==> config.mk <==
export PLATFORM = sky130hd
export DESIGN_NAME = ex_mem_reg
export DESIGN_NICKNAME = d
export VERILOG_FILES = /design/src/ex_mem_reg.sv
export SDC_FILE = /design/constraint.sdc
export NUM_CORES = 1
export LEC_CHECK = 0
export ABC_CLOCK_PERIOD_IN_PS = 1400
export BUFFER_PORTS_ARGS = -buffer_cell sky130_fd_sc_hd__buf_2
export CORE_ASPECT_RATIO = 0.6
export CORE_MARGIN = 2
export CORE_UTILIZATION = 32
export DETAILED_ROUTE_END_ITERATION = 10
export GPL_TIMING_DRIVEN = 0
export HOLD_SLACK_MARGIN = 0.02
export PLACE_DENSITY_LB_ADDON = 0.25
export SYNTH_ARGS = -nofsm -noshare
export SYNTH_HDL_FRONTEND = slang
export SYNTH_SLANG_ARGS = --single-unit
==> constraint.sdc <==
create_clock -name i_clock -period 1.4 [get_ports i_clock]
set_clock_uncertainty 0.1 [all_clocks]
set_input_delay 0.28 -clock i_clock [delete_from_list [all_inputs] [get_ports i_clock]]
set_output_delay 0.28 -clock i_clock [all_outputs]
set_load 0.005 [all_outputs]
==> src/ex_mem_reg.sv <==
`timescale 1ns/1ns

module ex_mem_reg #(
    parameter int NB_PC  = 32,
    parameter int NB_REG = 5
) (
    input  logic                i_clock,
    input  logic                i_reset,
    input  logic                pipeline_enable,
    input  logic                flush,
    input  logic                ex_signed,
    input  logic                ex_reg_write,
    input  logic                ex_mem_to_reg,
    input  logic                ex_mem_read,
    input  logic                ex_mem_write,
    input  logic                ex_branch,
    input  logic [NB_PC-1:0]    ex_branch_addr,
    input  logic                ex_zero,
    input  logic [NB_PC-1:0]    ex_alu_result,
    input  logic [NB_PC-1:0]    ex_data_b,
    input  logic [NB_REG-1:0]   ex_selected_reg,
    input  logic                ex_byte_en,
    input  logic                ex_halfword_en,
    input  logic                ex_word_en,
    input  logic                ex_r31_ctrl,
    input  logic [NB_PC-1:0]    ex_pc,
    input  logic                ex_hlt,
    input  logic                ex_jump,
    input  logic                ex_jr_jalr,
    output logic                mem_signed,
    output logic                mem_reg_write,
    output logic                mem_mem_to_reg,
    output logic                mem_mem_read,
    output logic                mem_mem_write,
    output logic                mem_branch,
    output logic [NB_PC-1:0]    mem_branch_addr,
    output logic                mem_zero,
    output logic [NB_PC-1:0]    mem_alu_result,
    output logic [NB_PC-1:0]    mem_data_b,
    output logic [NB_REG-1:0]   mem_selected_reg,
    output logic                mem_byte_en,
    output logic                mem_halfword_en,
    output logic                mem_word_en,
    output logic                mem_r31_ctrl,
    output logic [NB_PC-1:0]    mem_pc,
    output logic                mem_hlt,
    output logic                mem_jump,
    output logic                mem_jr_jalr
);

    localparam int NB_CTRL    = 14;
    localparam int NB_PAYLOAD = 4*NB_PC + NB_REG;

    logic [NB_CTRL-1:0]    ctrl_q;
    logic [NB_PAYLOAD-1:0] data_q;

    always_ff @(posedge i_clock) begin
        if (i_reset) begin
            ctrl_q <= '0;
            data_q <= '0;
        end else if (pipeline_enable) begin // Hold when disabled.
            ctrl_q <= flush ? '0 : {ex_signed, ex_reg_write, ex_mem_to_reg, ex_mem_read,
                                    ex_mem_write, ex_branch, ex_zero, ex_byte_en,
                                    ex_halfword_en, ex_word_en, ex_r31_ctrl, ex_hlt,
                                    ex_jump, ex_jr_jalr};
            data_q <= {ex_branch_addr, ex_alu_result, ex_data_b, ex_selected_reg, ex_pc};
        end
    end

    assign {mem_signed, mem_reg_write, mem_mem_to_reg, mem_mem_read, mem_mem_write,
            mem_branch, mem_zero, mem_byte_en, mem_halfword_en, mem_word_en,
            mem_r31_ctrl, mem_hlt, mem_jump, mem_jr_jalr} = ctrl_q;

    assign {mem_branch_addr, mem_alu_result, mem_data_b, mem_selected_reg, mem_pc} = data_q;

endmodule

; ---- Yosys cells after proc, flatten, opt, wreduce, memory -nomap -nowiden
; Index checks and enable logic that the tools add are counted.
[op_classes]
n_addsub = 0
multipliers = 0
div = 0
n_lt_le_gt_ge = 0
n_eq_ne = 0
n_shift = 0
muxes = 1
n_bitwise = 0
n_reduce_logical = 0
[ops]
columns = op, count
row1 = two-way mux 14 bit, 1
[word_totals]
regBits = 147
latch_bits = 0
mem_bits_rw = 0
mem_bits_ro = 0
in_bits = 151
output_inout_bits = 147
elab_cells = 3
mem_count = 0

; ---- Longest topological paths before layout
; Gate-level depths: netlist of run 1.
[depth]
word_depth = 1
ltp_mapped = 5
depth_no_buf = 2

; ---- Least setup slack after synthesis of run 1
; No wires, ideal clock.
[synth_path]
kind = input to register
startpoint = input pipeline_enable
endpoint = register data_q[102]
setup_ns = 0.128
t_arrival_ns = 0.927
path_slack_ns = 0.245
path_stages = 5
path_buffers = 3
cell_sequence = buf_4 buf_6 buf_6 mux2i_1 nor2_1
[synth_rtl]
columns = element, line
row1 = start: declaration, 9  ; input logic pipeline_enable,
row2 = end signal: assignment, 66  ; data_q <= {ex_branch_addr, ex_alu_result, ex_data_b, ex_selected_reg, ex_pc};
row3 = end: declaration, 55  ; logic [NB_PAYLOAD-1:0] data_q;

; ---- Worst setup path after layout of run 1
[layout_path]
startpoint = register data_q[19]
endpoint = output mem_pc[19]
[layout_rtl]
columns = element, line
row1 = end: declaration, 45  ; output logic [NB_PC-1:0] mem_pc,
; No word-level cell between the ends.

==> impl_metrics.ini, run 1 <==
[timing]
post-route-min-period_ps = 1280
fin_ws_ps = 116
rsz0062_at_grt = false
hold_viol = 0
fin_crit_sh_pct = 91.7
worst_slew_pin_slew_ps = 582
setup_viol = 0
relSlewSlack_pct = 61.2
drv_slew = 0
clock.fmax_ghz = 0.779
fin_tns_setup_ps = 0

[layout]
seqCellArea_um2 = 2940
final_nets = 1086
n_fill_cell = 1441
multiInputGateArea_um2 = 2090
diodes = 0
instances_no_fill = 1157
final_common_cell = buf_2
final_cell_mix = buf_2, dfxtp_1, mux2i_1, nor2_1, dlygate4sd3_1
final_area_um2 = 8900
drive_gt1_share_pct = 36.4
syn_to_final_growth_pct = 69.1

[placement]
gp_congestion = 0.737
post-place-ws_ps = 28.8
dpl.hpwl_um = 11000
numPortBuffers = 295
placed_cells = 994
placed_cell_area_um2 = 7000

[clocking]
cts-buffers-inserted = 17
clkSlewWorstSetupHoldPaths_ps = 60
clkLatencyLatePin_ps = 400
h-tree-depth = 4
cts_setup_buffers = 0
cts_resized = 0
cts-root-buf = clkbuf_16
tritoncts = yes
clock-sinks = 147
clk_path_buf_depth = 2

[floorplanning]
ios = 298
row_count = 36
die_area_um2 = 17500
die_y_um = 103
die_x_um = 170
start_util_pct = 32.6
core_area_um2 = 16200

[critical_path]
timing.rr.end = data_q[25]
critPathMaxFanout = 2
path_buf_inv = 1
path_class = reg2out
worstPathRequired_ps = 1020
r2r_cells = 2
critPathSlowestCell = dfxtp_1
reg2reg_slack_ps = 610
cp_top_family = flip-flops
max_stage_delay_ps = 360
cp_cell_sequence = buf_2
critPathLaunchType = flip-flop
end_kind = output pin
worstReg2RegStart = data_q[25]
critPathArrivalTime_ps = 900

[logic_synthesis]
ys_top_cells_by_area = dfxtp_1, mux2i_1, nor2_1
synthesis.nets = 641
synth-seq-area-share_pct = 55.9
yosysTopAreaCell = dfxtp_1
synthCells = 490
synth_top_area_share_pct = 55.9
avgSynthCellArea_um2 = 10.7
ys.warnings.count = 0
synthDistinctLibCells = 10
synth-seq-cells = 147
netlist_area_um2 = 5270

[global_route]
use_met3_pct = 5.82
grt_first_pass_wirelength_um = 24700
gr-usage-all-layers_pct = 18.1
met2_usage_pct = 29.8
met1_usage_pct = 22.5
grt_pass1_vias = 4943
grt-ovfl-total = 0
antenna_found_initial = 0
grt_max_degree = 17
grt-busiest-layer = met2

[drt]
dr.pass1.iters = 4
via_per_inst = 4.29
ant_nets = 0
drt-total-wl_um = 16400
post_drt_wl_per_cell_um = 14.2
drc_errors = 0
dr.first_iter.drc_count = 224
dr_total_vias = 4961

[min_path]
min-delay-start = ex_selected_reg[3]
hold_path.class = in2reg
whs_path_depth = 3
min_to = data_q[35]

[status]
status = complete, no violations

[power]
irDropWorstVdd_v = 0.000629
powerDensity_nw_per_um2 = 1180
p_leak_nw = 4.57

[run]
cap_violations = 0
## Yosys cell counts
cell	n
nor2_1	133
nand3b_1	14
nand2b_1	14
buf_4	7
buf_2	3
dfxtp_1	147
buf_6	9
a21oi_1	14
mux2i_1	133
clkbuf_1	16
## cell type report
cell class                      count  share of cell area, %
Sequential cell                   147                   33.1
Timing Repair Buffer              426                   31.3
Multi-Input combinational cell    308                   23.5
Clock buffer                       19                   4.97
Tap cell                          209                   2.94
Buffer                             35                   2.57
Clock inverter                     13                   1.64
## what timing repair did
action	in CTS	in global routing
hold buffers	131	0
hold endpoints to repair	131	0
setup endpoints to repair	0	0
## registers in the layout, summed over array words and instances, names as in the netlist
register,flops
data_q,133
ctrl_q,14
## layer usage
metal	part of all wire [%]	up-vias
li1	-	2510
met1	45	2256
met2	47	165
met3	6.1	30
met4	2.0	0
met5	0	-
## metrics by stage
stage	hold slack (ps)	power (mW)	utilization, %
floorplan	327	5.18	-
global placement	356	5.74	43.3
detailed placement	361	5.75	43.3
CTS	20.0	10.6	55.1
global route	27.7	10.9	55.1
finish	35.6	10.5	55.1
## kinds of logic (layout without fill, tap and decap cells)
family | count (synthesis) | in the layout | synth area share [%]
buffers and inverters | 35 | 493 | 4.35
multiplexers | 133 | 133 | 25.3
flip-flops | 147 | 147 | 55.9
AO/OA/AOI/OAI | 14 | 14 | 1.33
AND/OR/NAND/NOR | 161 | 161 | 13.1
## report_power, final
group          total (mW)  internal [mW]  switching (mW)
clock network        4.51           2.70            1.81
logic                1.42          0.827           0.592
registers            4.55           4.43           0.119
total                10.5           7.95            2.53
## how the worst max path moves through the flow
stage | from | end | slack (ps) | cells after the start
after CTS | data_q[124] | mem_branch_addr[23] | 110 | 1
after detailed placement | pipeline_enable | data_q[120] | 30 | 5
after floorplan | pipeline_enable | data_q[102] | 250 | 5
final | data_q[19] | mem_pc[19] | 120 | 1
after global placement | pipeline_enable | data_q[57] | 30 | 5
after global routing | ctrl_q[12] | mem_reg_write | 60 | 1
Note: power is estimated with default switching activity, not from simulation.
==> run 2: changes to the inputs <==
--- a/config.mk
+++ b/config.mk
@@ -7,9 +7,10 @@
 export LEC_CHECK = 0
 export ABC_CLOCK_PERIOD_IN_PS = 1400
 export BUFFER_PORTS_ARGS = -buffer_cell sky130_fd_sc_hd__buf_2
+export CAP_MARGIN = 20
 export CORE_ASPECT_RATIO = 0.6
 export CORE_MARGIN = 2
-export CORE_UTILIZATION = 32
+export CORE_UTILIZATION = 35
 export DETAILED_ROUTE_END_ITERATION = 10
 export GPL_TIMING_DRIVEN = 0
 export HOLD_SLACK_MARGIN = 0.02
==> run 2 against run 1 <==
Wire length shrank 3.6%. First-iteration DRC count shrank 42%. Via count shrank 0.89%. Final cell count shrank 1.7%. Worst setup slack lost 19 ps. Non-clock buffer count shrank 10. Clock power grew 2%. Cell area shrank 1.2%. Maximum frequency shrank 1.5%. Critical path type unchanged. Critical endpoint is now mem_alu_result[2]. Largest power group is now clock. Highest routed layer unchanged.
==> impl_metrics.ini, run 2 (synthesized netlist as in run 1, its figures left out) <==
[placement]
dpl.hpwl_um = 10800
gp_congestion = 0.754
placed_cell_area_um2 = 6990
numPortBuffers = 295

[critical_path]
critPathSlowestCell = dfxtp_1
worstPathRequired_ps = 1020
critPathMaxFanout = 2
crit_start = data_q[71]
end_kind = output pin
path_class = reg2out
path_buf_inv = 1
critPathLaunchType = flip-flop
critPathArrivalTime_ps = 920
cp_cell_sequence = buf_2
worstReg2RegStart = data_q[35]
max_stage_delay_ps = 370
cp_top_family = flip-flops

[layout]
n_fill_cell = 1264
syn_to_final_growth_pct = 67.1
final_cell_mix = buf_2, dfxtp_1, mux2i_1, nor2_1, dlygate4sd3_1
top_regs = data_q (133), ctrl_q (14)
largest_register = data_q
final_nets = 1076
final_area_um2 = 8800
final_common_cell = buf_2
largest_reg_flops = 133
drive_gt1_share_pct = 36.9

[clocking]
clk_path_buf_depth = 2
tritoncts = yes
clock-sinks = 147
cts-root-buf = clkbuf_16
cts-buffers-inserted = 17
h-tree-depth = 4
cts_hold_buf = 121
clkLatencyLatePin_ps = 400
cts_resized = 0
clkSlewWorstSetupHoldPaths_ps = 70
cts_setup_buffers = 0

[run]
cap_violations = 0

[drt]
drc_errors = 0
dr.pass1.iters = 4
dr_total_vias = 4917
ant_nets = 0
drt-total-wl_um = 15800
via_per_inst = 4.32
post_drt_wl_per_cell_um = 13.9
dr.first_iter.drc_count = 131

[min_path]
min-delay-start = ex_branch_addr[10]
hold_path.class = in2reg

[timing]
clock.fmax_ghz = 0.768
fin_tns_setup_ps = 0
setup_viol = 0
relSlewSlack_pct = 66.0
worst_slew_pin_slew_ps = 510
fin_crit_sh_pct = 93.0
rsz0062_at_grt = false
hold_viol = 0
post-route-min-period_ps = 1300
drv_slew = 0

[floorplanning]
core_area_um2 = 14600
die_area_um2 = 16100
row_count = 34
ios = 298
die_x_um = 162
start_util_pct = 36.1
die_y_um = 99.0

[global_route]
grt_max_degree = 17
antenna_found_initial = 0
gr-usage-all-layers_pct = 19.8
grt_first_pass_wirelength_um = 25300
grt_pass1_vias = 5061
grt-ovfl-total = 0

[power]
p_leak_nw = 4.54
irDropWorstVdd_v = 0.000825
powerDensity_nw_per_um2 = 1200

[status]
status = complete, no violations
run 2: cell types whose count changed in the layout (fill, tap and decap cells not counted), sizes merged:
cell	previous run	this run
diode	0	1
clkinv	5	2
dlygate4sd3	131	121
clkbuf	35	33
inv	4	9
run 2: worst reg2reg max path: cells and delay by family, from the launching register on:
| kind | cells | cell delay (ps) |
|---|---|---|
| simple gates | 1 | 70 |
| flops | 1 | 320 |
| mux | 1 | 170 |
run 2: per-layer routing:
layer	up-vias	track usage (%)	wire length (um)	part of all wire, %
met2	172	32.3	7200	45
met4	0	7.56	285	1.8
li1	2495	-	-	-
met5	-	0	0	0
met1	2222	24.8	7310	46
met3	28	5.81	1040	6.6
run 2: final timing paths:
kind	end	slack (ps)	depth (start not counted)
worst max-delay path	mem_alu_result[2]	100	1
worst min-delay path	data_q[111]	30	3
worst max register to register	data_q[35]	620	2
worst min register to register	ctrl_q[13]	360	2
run 2: cell type report:
| type | count | area, um2 | share of cell area [%] |
|---|---|---|---|
| Buffer | 35 | 229 | 2.60 |
| Tap cell | 198 | 248 | 2.82 |
| Timing Repair Buffer | 416 | 2690 | 30.5 |
| Multi-Input combinational cell | 308 | 2090 | 23.8 |
| Clock inverter | 15 | 171 | 1.95 |
| Sequential cell | 147 | 2940 | 33.4 |
| Antenna cell | 1 | 2.50 | 0.0284 |
| Clock buffer | 17 | 425 | 4.83 |
run 2: metrics by stage:
step	hold slack, ps	power (mW)	instances	setup slack, ps	utilization [%]
global route	23.7	11.0	1136	46.8	60.3
global placement	353	5.74	983	43.8	47.9
finish	32.6	10.5	1137	97.4	60.3
detailed placement	360	5.75	983	19.7	47.9
floorplan	327	5.18	490	245	-
CTS	20.3	10.7	1136	57.8	60.3
run 2: report_power, final:
part           internal (mW)  total [mW]  switching [mW]
combinational          0.808        1.39           0.581
clock                   2.69        4.61            1.92
sequential              4.43        4.54           0.116
total                   7.93        10.5            2.62
