[config.mk]
export PLATFORM = sky130hd
export DESIGN_NAME = debug_ctrl
export DESIGN_NICKNAME = d
export VERILOG_FILES = /design/src/debug_ctrl.sv
export SDC_FILE = /design/constraint.sdc
export NUM_CORES = 1
export LEC_CHECK = 0
export BUFFER_PORTS_ARGS = -buffer_cell sky130_fd_sc_hd__buf_2
export CORE_AREA = 3 3 40 42
export CTS_CLUSTER_DIAMETER = 30
export DETAILED_ROUTE_END_ITERATION = 16
export DIE_AREA = 0 0 43 45
export GPL_TIMING_DRIVEN = 0
export SETUP_SLACK_MARGIN = 0.2
export SYNTH_ARGS = -nofsm -noshare
export SYNTH_HDL_FRONTEND = slang
export SYNTH_SLANG_ARGS = --single-unit
export TNS_END_PERCENT = 10
[constraint.sdc]
create_clock -name i_clock -period 0.8 [get_ports i_clock]
set_clock_uncertainty 0.05 [all_clocks]
set_input_delay 0.04 -clock i_clock [delete_from_list [all_inputs] [get_ports i_clock]]
set_output_delay 0.04 -clock i_clock [all_outputs]
set_load 0.01 [all_outputs]
[src/debug_ctrl.sv]
`timescale 1ns/1ns

module debug_ctrl (
    input  logic i_clock,
    input  logic i_reset,
    input  logic cfg_write,
    input  logic cfg_step_mode,
    input  logic step,
    input  logic mem_hlt,
    output logic pipeline_enable,
    output logic halted
);

    logic step_mode;
    logic step_q;
    logic halt_q;

    always_ff @(posedge i_clock) begin
        if (i_reset) begin
            step_mode <= 1'b0; // Run mode.
            step_q    <= 1'b0;
            halt_q    <= 1'b0;
        end else begin
            if (cfg_write) begin
                step_mode <= cfg_step_mode;
            end
            step_q <= step;
            if (mem_hlt) begin
                halt_q <= 1'b1; // Sticky until reset.
            end
        end
    end

    assign halted          = halt_q | mem_hlt;
    assign pipeline_enable = !halted && (!step_mode || step_q);

endmodule

Word-level counts from Yosys, hierarchy flattened

Cells that the tools add are included.

Reductions and logical operators: 4
Bitwise operators: 1

Operators by type and width:

| operator          | count |
|---|---|
| logical NOT 1 bit | 2 |
| logical AND 1 bit | 1 |
| logical OR 1 bit  | 1 |
| OR 1 bit          | 1 |

Input bits: 6
Output and inout bits: 2
Register bits after elaboration: 3
Word-level logic and storage cells: 8

Logic depth before layout (Yosys ltp)

Gate-level depths: netlist (run 1).

Depth after elaboration: 3
Mapped depth: 2

Worst setup path before layout (run 1)

OpenSTA, ideal clock, no wires.

Kind: register to register
Start: register, netlist name halt_q
End: register halt_q
Arrival time: 0.659 ns
Required time: 0.638 ns
Setup time: 0.112 ns
Setup slack: -0.021 ns
Cell stages (with the launch flop): 3
Buffers on the path: 0
Path through: dfxtp_1 or2_4 nor2b_4

RTL lines:

| item                   | line | source |
|---|---|---|
| end signal: assignment | 22   | `halt_q <= 1'b0;` |
| end signal: assignment | 29   | `halt_q <= 1'b1;` |
| end: declaration       | 16   | `logic halt_q;` |

Worst setup path in the final report (run 1)

Start: register halt_q
End: output pipeline_enable

Longest elaborated chain between the ends: 3

Ends and longest elaborated chain:

| item              | line | source |
|---|---|---|
| OR 1 bit          | 34   | `assign halted = halt_q \| mem_hlt;` |
| logical NOT 1 bit | 35   | `assign pipeline_enable = !halted && (!step_mode \|\| step_q);` |
| logical AND 1 bit | 35   |  |
| end: declaration  | 10   | `output logic pipeline_enable,` |

No other way between the ends.

==> metrics.md, run 1 <==
| Metric | Value |
|---|---|
| Status | `complete, but fails checks` |
| Failing checks | `negative hold slack, negative setup slack` |
| Port bufs | `7` |
| Clock Power Share | `0.552` |
| Total Routing Usage GR | `0.0366` |
| Power, Total | `between 400 and 500 µW` |
| DIE HEIGHT | `about 45 µm` |
| Worst Path Required | `just over 700 ps` |
| Placed cell count | `32` |
| PwrDens | `2420 mW/mm²` |
| CORE AREA | `0.00128 mm²` |
| Max Slew Vio Count | `0` |
| Post-synth top area cell | `dfxtp_1` |
| Switch Pwr | `99.8 µW` |
| Worst Path Buf+Inv | `1` |
| # Post-CTS Setup Buffers | `0` |
| CP Class | `register to output port` |
| Met3 Wirelength | `59 µm` |
| Max incr delay on CP | `between 200 and 300 ps` |
| Diode count | `0` |
| Multi-input combinational cell area | `roughly 51 µm²` |
| R2R Path Start | `halt_q` |
| Critical path startpoint | `halt_q` |
| Max-cap violations | `0` |
| Final setup TNS | `-437 ps` |
| Setup violations, final | `2` |
| Met1 wire length | `about 120 µm` |
| Synth Cell Area | `115 µm²` |
| Worst path slowest cell | `dfxtp_1` |
| Full die area | `0.00194 mm²` |
| Sw Share | `0.210` |
| Number of global-route vias before repair | `102` |
| CTS Sinks | `3` |
| Fillers | `152` |
| Synth Warn # | `0` |
| Die W | `43 µm` |
| Tcrit/Tclk final | `1.32` |
| Fmax | `around 950 MHz` |
| Util after Layout | `0.153` |
| Layout overhead on the synthesized area | `70.7%` |
| Placement Setup Slack | `-21.5 ps` |
| H-tree levels | `1` |
| Final hold viol count | `3` |
| DR top layer | `met3` |
| Slew of the pin with the lowest slew margin | `~130 ps` |
| Antenna violations before repair | `0` |
| Synth Register Bits | `3` |
| Seq pwr share | `0.344` |
| Cell family with most CP delay | `flip-flops` |
| CP endpoint kind | `output port` |
| Unique masters post-synth | `8` |
| Final Non-Filler Cells | `36` |
| Crit-path cells | `or2_4 > a21oi_2 > buf_2` |
| Maximum fanout along the worst path | `3` |
| Post-Route WL | `between 200 and 300 µm` |
| Fin nets | `28` |
| Clock latency on the worst-skew pair | `230 ps` |
| P_int | `about 380 µW` |
| CTS tree | `built` |
| DRC viols | `0` |
| Share of layout cells above drive strength 1 | `0.667` |
| Synth top area share | `0.522` |
| Mapped Cells | `10` |
| P_leak | `0.0950 nW` |
| Hold WC Path Type | `primary input to register` |
| Startpoint types | `register` |
| Hold_ws | `-26.9 ps` |
| Final ANT Viol Nets | `0` |
| Syn Area/Cell | `11.5 µm²` |
| DR iter-0 viols | `1` |
| Fin worst setup slack | `-258 ps` |
| Largest net degree at the start of global routing | `4` |
| Residual overflow from global routing | `0` |
| RSZ-0062 raised after global routing | `true` |
| Combinational fraction of design power | `0.104` |
| Clock-pin slew on the worst setup and hold paths | `40 ps` |
| Worst path arrival time | `970 ps` |
| Post-DP Area | `169 µm²` |
| Synth area leaders | `dfxtp_1, nor2b_4, mux2i_1` |
| Met2 Wirelength | `76 µm` |
| Minimum clock period | `1060 ps` |
| Slew headroom | `0.912` |
| Storage element area | `61.3 µm²` |
| Routed wire length per instance | `around 7 µm` |
| Root Buffer | `clkbuf_4` |
| Post-synthesis sequential area ratio | `0.522` |
| Initial Utilization | `0.0896` |
| Cell Rows | `13` |
| Vias per inst | `2.75` |
| Count of boundary I/O pins | `8` |
| Longest Clk Path Bufs | `2` |
| Fin area | `196 µm²` |
| GPL Wtd Cong | `0.580` |
| VDD IR-drop max | `404 µV` |
| Net count after synthesis | `16` |
| First-pass GRT wire length | `400 µm` |
| Num CTS Buffers | `3` |
| HP Start | `i_reset` |
| First-pass DRT Iterations | `2` |
| Via count | `99` |
==> power by group through the flow <==
| stage | logic [mW] | clock network [mW] | registers [mW] |
|---|---|---|---|
| 2_1_floorplan | 0.0271 | 0 | 0.165 |
| 3_3_place_gp | 0.0499 | 0 | 0.165 |
| 3_5_place_dp | 0.0501 | 0 | 0.165 |
| 4_1_cts | 0.0507 | 0.279 | 0.164 |
| 5_1_grt | 0.0552 | 0.302 | 0.165 |
| 6_report | 0.0495 | 0.263 | 0.164 |
==> synthesized netlist by cell type <==
library cell and instances:
nor2b_4 1, or2_4 1, nor2b_1 1, mux2i_1 1, inv_1 1, dfxtp_1 3
nor2_1 1, a21oi_2 1
==> cell usage in the layout, fill, tap and decap left out <==
master	n
a21oi_2	1
nor2b_1	1
nor2b_4	1
dfxtp_2	1
clkbuf_4	3
dfxtp_1	2
clkbuf_1	1
buf_2	7
mux2i_1	1
or2_4	1
nor2_1	1
inv_1	1
==> state kept, by name (all words and copies together) (netlist names) <==
register	flops
step_q	1
halt_q	1
step_mode	1
==> cell type report <==
type / count / area share
flip-flops and latches: 3 / 0.312
multi-input cells: 6 / 0.261
repair buffers: 7 / 0.178
clock buffers: 4 / 0.134
well taps: 15 / 0.0955
inverters: 1 / 0.0191
==> what timing repair did <==
action                                  CTS  global route
resized for setup                         1             0
pin swaps                                 1             1
endpoints found under the hold margin     3             3
endpoints found under the setup margin    4             4
==> layer usage <==
metal | GRT usage | vias to the layer above
li1 | - | 52
met1 | 0.0337 | 39
met2 | 0.0329 | 8
met3 | 0.0637 | 0
met4 | 0.0181 | 0
met5 | 0 | -
==> cell families after synthesis <==
group | Yosys count | share of synthesized area
and+or+nand+nor | 4 | 0.283
buffers and inverters | 1 | 0.0326
DFF | 3 | 0.522
AOI/OAI and AO/OA | 1 | 0.0761
muxes | 1 | 0.0870
==> worst paths after layout <==
kind / endpoint / slack (ps) / cells past startpoint
setup / recovery: pipeline_enable / -260 / 3
hold / removal: halt_q / -30 / 2
setup reg to reg: halt_q / 10 / 2
hold reg to reg: step_mode / 450 / 2
No activity file was read; power rests on OpenSTA's default activity.
==> run 2: changes to the inputs <==
- ABC_AREA: default -> 1
- clock period: 0.8 -> 1.17 ns (I/O delays scaled with it)
==> run 2 against run 1 <==
The flow now finishes without violations. Die area is the same. Synthesized cell count grew 70%. Wire length grew 9.1%. Non-clock buffer count grew 3. Clock-buffer cell count is the same. Largest cell class is now buffers.
==> metrics.md, run 2 <==
| Metric | Value |
|---|---|
| Num CTS Buffers | `3` |
| Residual overflow from global routing | `0` |
| Fin nets | `38` |
| Count of boundary I/O pins | `8` |
| Fmax | `approximately 1100 MHz` |
| Synth Warn # | `0` |
| Synth Cell Area | `121 µm²` |
| Die W | `around 43 µm` |
| Most common cell after layout, fill and taps aside | `buf_2` |
| Post-synth top cells | `inv_1, dfxtp_1, nor2_1, inv_2, nand2_1` |
| Maximum fanout along the worst path | `2` |
| Share of layout cells above drive strength 1 | `0.484` |
| Initial Utilization | `0.0944` |
| Combinational fraction of design power | `0.126` |
| Fin area | `229 µm²` |
| Main combinational cell family by area after synthesis | `simple AND/OR/NAND/NOR gates` |
| Unique masters post-synth | `8` |
| Clock latency on the worst-skew pair | `230 ps` |
| Post-synthesis compound-gate area fraction | `0.113` |
| Reg2Reg Depth | `3` |
| Fin worst setup slack | `220 ps` |
| Worst path arrival time | `840 ps` |
| Max-cap violations | `0` |
| Post-synth EDFFs | `0` |
| Placement Setup Slack | `approximately 460 ps` |
| P_int | `between 200 and 300 µW` |
| Seq pwr share | `0.339` |
| Synth Register Bits | `3` |
| Post-DP HPWL | `227 µm` |
| Simple-Gate Fraction of Synth Area | `0.206` |
| Net count after synthesis | `23` |
| Clock Power Share | `0.535` |
| Switch Pwr | `71.7 µW` |
| Total Routing Usage GR | `0.0374` |
| CP endpoint kind | `output port` |
| DR iter-0 viols | `0` |
| Status | `complete, no violations` |
| CP Class | `register to output port` |
| Startpoint types | `register` |
| Post-CTS sizing | `0` |
| Post-synth ARST share | `0` |
| Post-Synth Adder-Cell Area | `0` |
| RSZ-0062 raised after global routing | `true` |
| Final ANT Viol Nets | `0` |
| VDD IR-drop max | `146 µV` |
| H-tree levels | `1` |
| Post-Synth XOR/XNOR Area | `0` |
| Via count | `133` |
| Worst Path Required | `1060 ps` |
| PwrDens | `roughly 1500 mW/mm²` |
| Setup violations, final | `0` |
| First-pass DRT Iterations | `1` |
| Mapped Cells | `17` |
| Util after Layout | `0.178` |
| Critical path startpoint | `halt_q` |
| Vias per inst | `2.89` |
| Syn Area/Cell | `7.14 µm²` |
| Hold WC Path Type | `primary input to register` |
| Sw Share | `0.216` |
| Clock-pin slew on the worst setup and hold paths | `40 ps` |
| Post-synth top area cell | `dfxtp_1` |
| P_leak | `0.125 nW` |
| Hold_ws | `between 20 and 30 ps` |
| First-pass GRT wire length | `between 400 and 500 µm` |
| Slew of the pin with the lowest slew margin | `approximately 100 ps` |
| Mux contribution to synthesized area | `0` |
| Regs by FF count | `halt_q: 1 flops, step_mode: 1 flops, step_q: 1 flops` |
| Number of global-route vias before repair | `119` |
| Final setup TNS | `0 ps` |
| Port bufs | `7` |
| Minimum clock period | `roughly 950 ps` |
| Longest Clk Path Bufs | `2` |
| CTS tree | `built` |
| GPL Wtd Cong | `0.540` |
| R2R Path Start | `halt_q` |
| Dominant synthesized flop cell | `dfxtp_1` |
| CORE AREA | `0.00128 mm²` |
| Synth top area share | `0.495` |
| Diode count | `0` |
| Slew headroom | `0.935` |
| Final hold viol count | `0` |
| Post-Route WL | `275 µm` |
| Full die area | `roughly 0.0019 mm²` |
| Most frequent cells in the layout | `buf_2, inv_1, nor2_1, clkbuf_4, dfxtp_1` |
| Synth area leaders | `dfxtp_1, inv_1, nor2_1` |
| Root Buffer | `clkbuf_4` |
| Largest net degree at the start of global routing | `4` |
| Cell Rows | `13` |
| Worst Hold Path Cells | `3` |
| DIE HEIGHT | `~45 µm` |
| Routed wire length per instance | `5.98 µm` |
| Layout overhead on the synthesized area | `88.7%` |
| Tcrit/Tclk final | `0.812` |
| Antenna violations before repair | `0` |
| Post-DP Area | `175 µm²` |
| Most numerous cell in the Yosys netlist | `inv_1` |
| CTS Sinks | `3` |
| DRC viols | `0` |
| HP Start | `cfg_write` |
| Post-synthesis sequential area ratio | `0.495` |
| Max Slew Vio Count | `0` |
run 2: cell count changes after synthesis, sizes merged:
cell	delta
or2	-1
inv	+5
nor2b	-2
nand2	+3
a21oi	+1
mux2i	-1
nor2	+2
run 2: layer usage:
| layer | track usage | vias to the layer above | routed length, µm |
|---|---|---|---|
| li1 | - | 74 | - |
| met5 | 0 | - | 0 |
| met1 | 0.0240 | 54 | 90 |
| met4 | 0.0723 | 0 | 0 |
| met2 | 0.0419 | 5 | 139 |
| met3 | 0.0359 | 0 | 45 |
run 2: final cells by class:
type | count | area (µm²)
sequential | 3 | 60.1
fill | 145 | 1060
timing repair buffer | 10 | 62.6
inverter | 6 | 22.5
tap | 15 | 18.8
clock buffer | 4 | 26.3
multi-input combinational | 8 | 38.8
run 2: final timing paths:
kind         slack (ps)              end
max                 220  pipeline_enable
min                  30        step_mode
max reg2reg         490           halt_q
min reg2reg         450        step_mode
run 2: logic make-up (layout without fill, tap and decap cells):
group           after synthesis  count (layout)
simple gates                  6               6
flops                         3               3
compound gates                2               2
buf+inv                       6              20
run 2: power groups by stage:
stage               Combinational (mW)  Sequential, mW  Clock (mW)
finish                          0.0417           0.113       0.178
global route                    0.0469           0.113       0.189
CTS                             0.0392           0.113       0.187
detailed placement              0.0338           0.114           0
global placement                0.0331           0.114           0
floorplan                       0.0182           0.114           0
run 2: repair_timing:
item,CTS,global route
hold endpoints to repair,2,0
endpoints found under the setup margin,0,1
setup buffers,0,1
hold buffers,2,0
run 2: worst max-delay path, cell delays in order, from the launching register on:
cell	delay (ps)
dfxtp_1	290
inv_2	50
nand2_2	50
a21oi_2	80
buf_2	130
run 2: per-stage QoR:
| step | total power [mW] | instances |
|---|---|---|
| 2_1_floorplan | 0.132 | 17 |
| 3_3_place_gp | 0.147 | 39 |
| 3_5_place_dp | 0.148 | 39 |
| 4_1_cts | 0.339 | 45 |
| 5_1_grt | 0.349 | 46 |
| 6_report | 0.332 | 46 |
==> run 3: changes to the inputs <==
- clock period: 1.17 -> 0.81 ns (I/O delays scaled with it)
==> run 3 against run 2 <==
The run now ends with negative hold slack, negative setup slack left. Sequential power increased by 45%. Design area decreased by 6.0%. Clock-buffer cell count unchanged. Combinational power increased by 33%. Critical path depth unchanged. Largest power group unchanged.
==> metrics.md, run 3 (synthesis gave the netlist of run 2 again) <==
| Metric | Value |
|---|---|
| DRC viols | `0` |
| HP Start | `i_reset` |
| Root Buffer | `clkbuf_4` |
| Maximum fanout along the worst path | `2` |
| Port bufs | `7` |
| Residual overflow from global routing | `0` |
| Critical path startpoint | `halt_q` |
| P_int | `370 µW` |
| DR iter-0 viols | `0` |
| Minimum clock period | `956 ps` |
| Fin worst setup slack | `-146 ps` |
| R2R Path Start | `step_mode` |
| Final ANT Viol Nets | `0` |
| Fin area | `around 220 µm²` |
| Max-cap violations | `0` |
| Switch Pwr | `approximately 110 µW` |
| Count of boundary I/O pins | `8` |
| Startpoint types | `register` |
| CTS tree | `built` |
| Fin nets | `35` |
| Reg2Reg Depth | `2` |
| RSZ-0062 raised after global routing | `true` |
| Antenna violations before repair | `0` |
| Placed cell count | `39` |
| Fmax | `1050 MHz` |
| Slew of the pin with the lowest slew margin | `101 ps` |
| Layout overhead on the synthesized area | `77.3%` |
| Via count | `123` |
| Slew headroom | `0.932` |
| Post-Route WL | `275 µm` |
| CTS Sinks | `3` |
| Max Slew Vio Count | `0` |
| H-tree levels | `1` |
| Num CTS Buffers | `3` |
| Post-DP HPWL | `around 230 µm` |
| PwrDens | `2230 mW/mm²` |
| VDD IR-drop max | `slightly below 400 µV` |
| Die W | `43 µm` |
| CP endpoint kind | `output port` |
| CORE AREA | `0.00128 mm²` |
| DIE HEIGHT | `45 µm` |
| Clock latency on the worst-skew pair | `230 ps` |
| Status | `complete, but fails checks` |
| Largest net degree at the start of global routing | `4` |
| Final Non-Filler Cells | `43` |
| Util after Layout | `0.167` |
| Failing checks | `negative hold slack, negative setup slack` |
| Initial Utilization | `0.0944` |
| Regs by FF count | `halt_q: 1 flops, step_mode: 1 flops, step_q: 1 flops` |
| Longest Clk Path Bufs | `2` |
| Worst R2R End | `step_mode` |
| Worst Path Required | `a little over 700 ps` |
| Routed wire length per instance | `6.40 µm` |
| Clock-pin slew on the worst setup and hold paths | `40 ps` |
| CP Class | `register to output port` |
| Number of global-route vias before repair | `approximately 150` |
| Full die area | `0.00194 mm²` |
| Total Routing Usage GR | `0.0458` |
| Most common cell after layout, fill and taps aside | `buf_2` |
| Power, Total | `481 µW` |
| Hold WC Path Type | `primary input to register` |
| Setup violations, final | `2` |
| Seq pwr share | `0.342` |
| Combinational fraction of design power | `0.115` |
| Sw Share | `0.230` |
| Diode count | `0` |
| Cell Rows | `13` |
| Post-DP Area | `188 µm²` |
| Most frequent cells in the layout | `buf_2, inv_1, nor2_1, clkbuf_4` |
| GPL Wtd Cong | `0.537` |
| Share of layout cells above drive strength 1 | `0.536` |
| Hold_ws | `-57.2 ps` |
| Critical Path End | `pipeline_enable` |
| Tcrit/Tclk final | `1.18` |
| First-pass GRT wire length | `503 µm` |
| Worst path arrival time | `870 ps` |
| R2R setup slack | `180 ps` |
| Vias per inst | `2.86` |
| Final hold viol count | `2` |
| P_leak | `between 0.1 and 0.15 nW` |
| First-pass DRT Iterations | `1` |
| Clock Power Share | `0.543` |
-- run 3: changes by cell type in the layout (fill, tap and decap cells not counted), sizes merged --
cell         previous run  this run
dlygate4sd3             2         0
buf                     8         7
-- run 3: worst max-delay path, stage by stage (launching register included) --
cell and delay [ps]:
dfxtp_1 300, inv_2 60, nand2_4 50, a21oi_4 90, buf_2 130
-- run 3: timing repair --
action | 4_1_cts | 5_1_grt
buffers inserted | 0 | 0
hold endpoints to repair | 3 | 2
pin swaps | 2 | 2
gates resized for setup | 1 | 0
endpoints found under the setup margin | 3 | 4
-- run 3: per-layer routing --
metal | part of all wire | vias to the layer above | track usage
met5 | 0 | - | 0
met4 | 0.095 | 0 | 0.127
met3 | 0.073 | 2 | 0.0159
met2 | 0.52 | 5 | 0.0569
met1 | 0.30 | 48 | 0.0265
li1 | - | 68 | -
-- run 3: how the worst min path moves through the flow --
| stage | to | slack, ps | depth (start not counted) |
|---|---|---|---|
| 2_1_floorplan | halt_q | 60 | 1 |
| 3_3_place_gp | halt_q | 190 | 2 |
| 3_5_place_dp | step_q | 190 | 2 |
| 4_1_cts | step_q | -60 | 2 |
| 5_1_grt | halt_q | -60 | 2 |
| 6_report | step_q | -60 | 2 |
-- run 3: cell type report --
class | count | area [µm²]
clock buffer | 4 | 26.3
fill | 155 | 1070
inverter | 6 | 22.5
multi-input combinational | 8 | 51.3
sequential | 3 | 61.3
tap | 15 | 18.8
timing repair buffer | 7 | 35.0
-- run 3: per-stage QoR --
stage / setup WS, ps / setup TNS (ps)
2_1_floorplan: 184 / 0
3_3_place_gp: 95.1 / 0
3_5_place_dp: 97.8 / 0
4_1_cts: -161 / -233
5_1_grt: -207 / -316
6_report: -146 / -202
-- run 3: power groups by stage --
stage                     logic (mW)  registers (mW)  clock network [mW]
after floorplan               0.0337           0.165                   0
after global placement        0.0559           0.166                   0
after detailed placement      0.0571           0.166                   0
after CTS                     0.0573           0.164               0.276
after global routing          0.0646           0.165               0.293
final                         0.0554           0.164               0.261
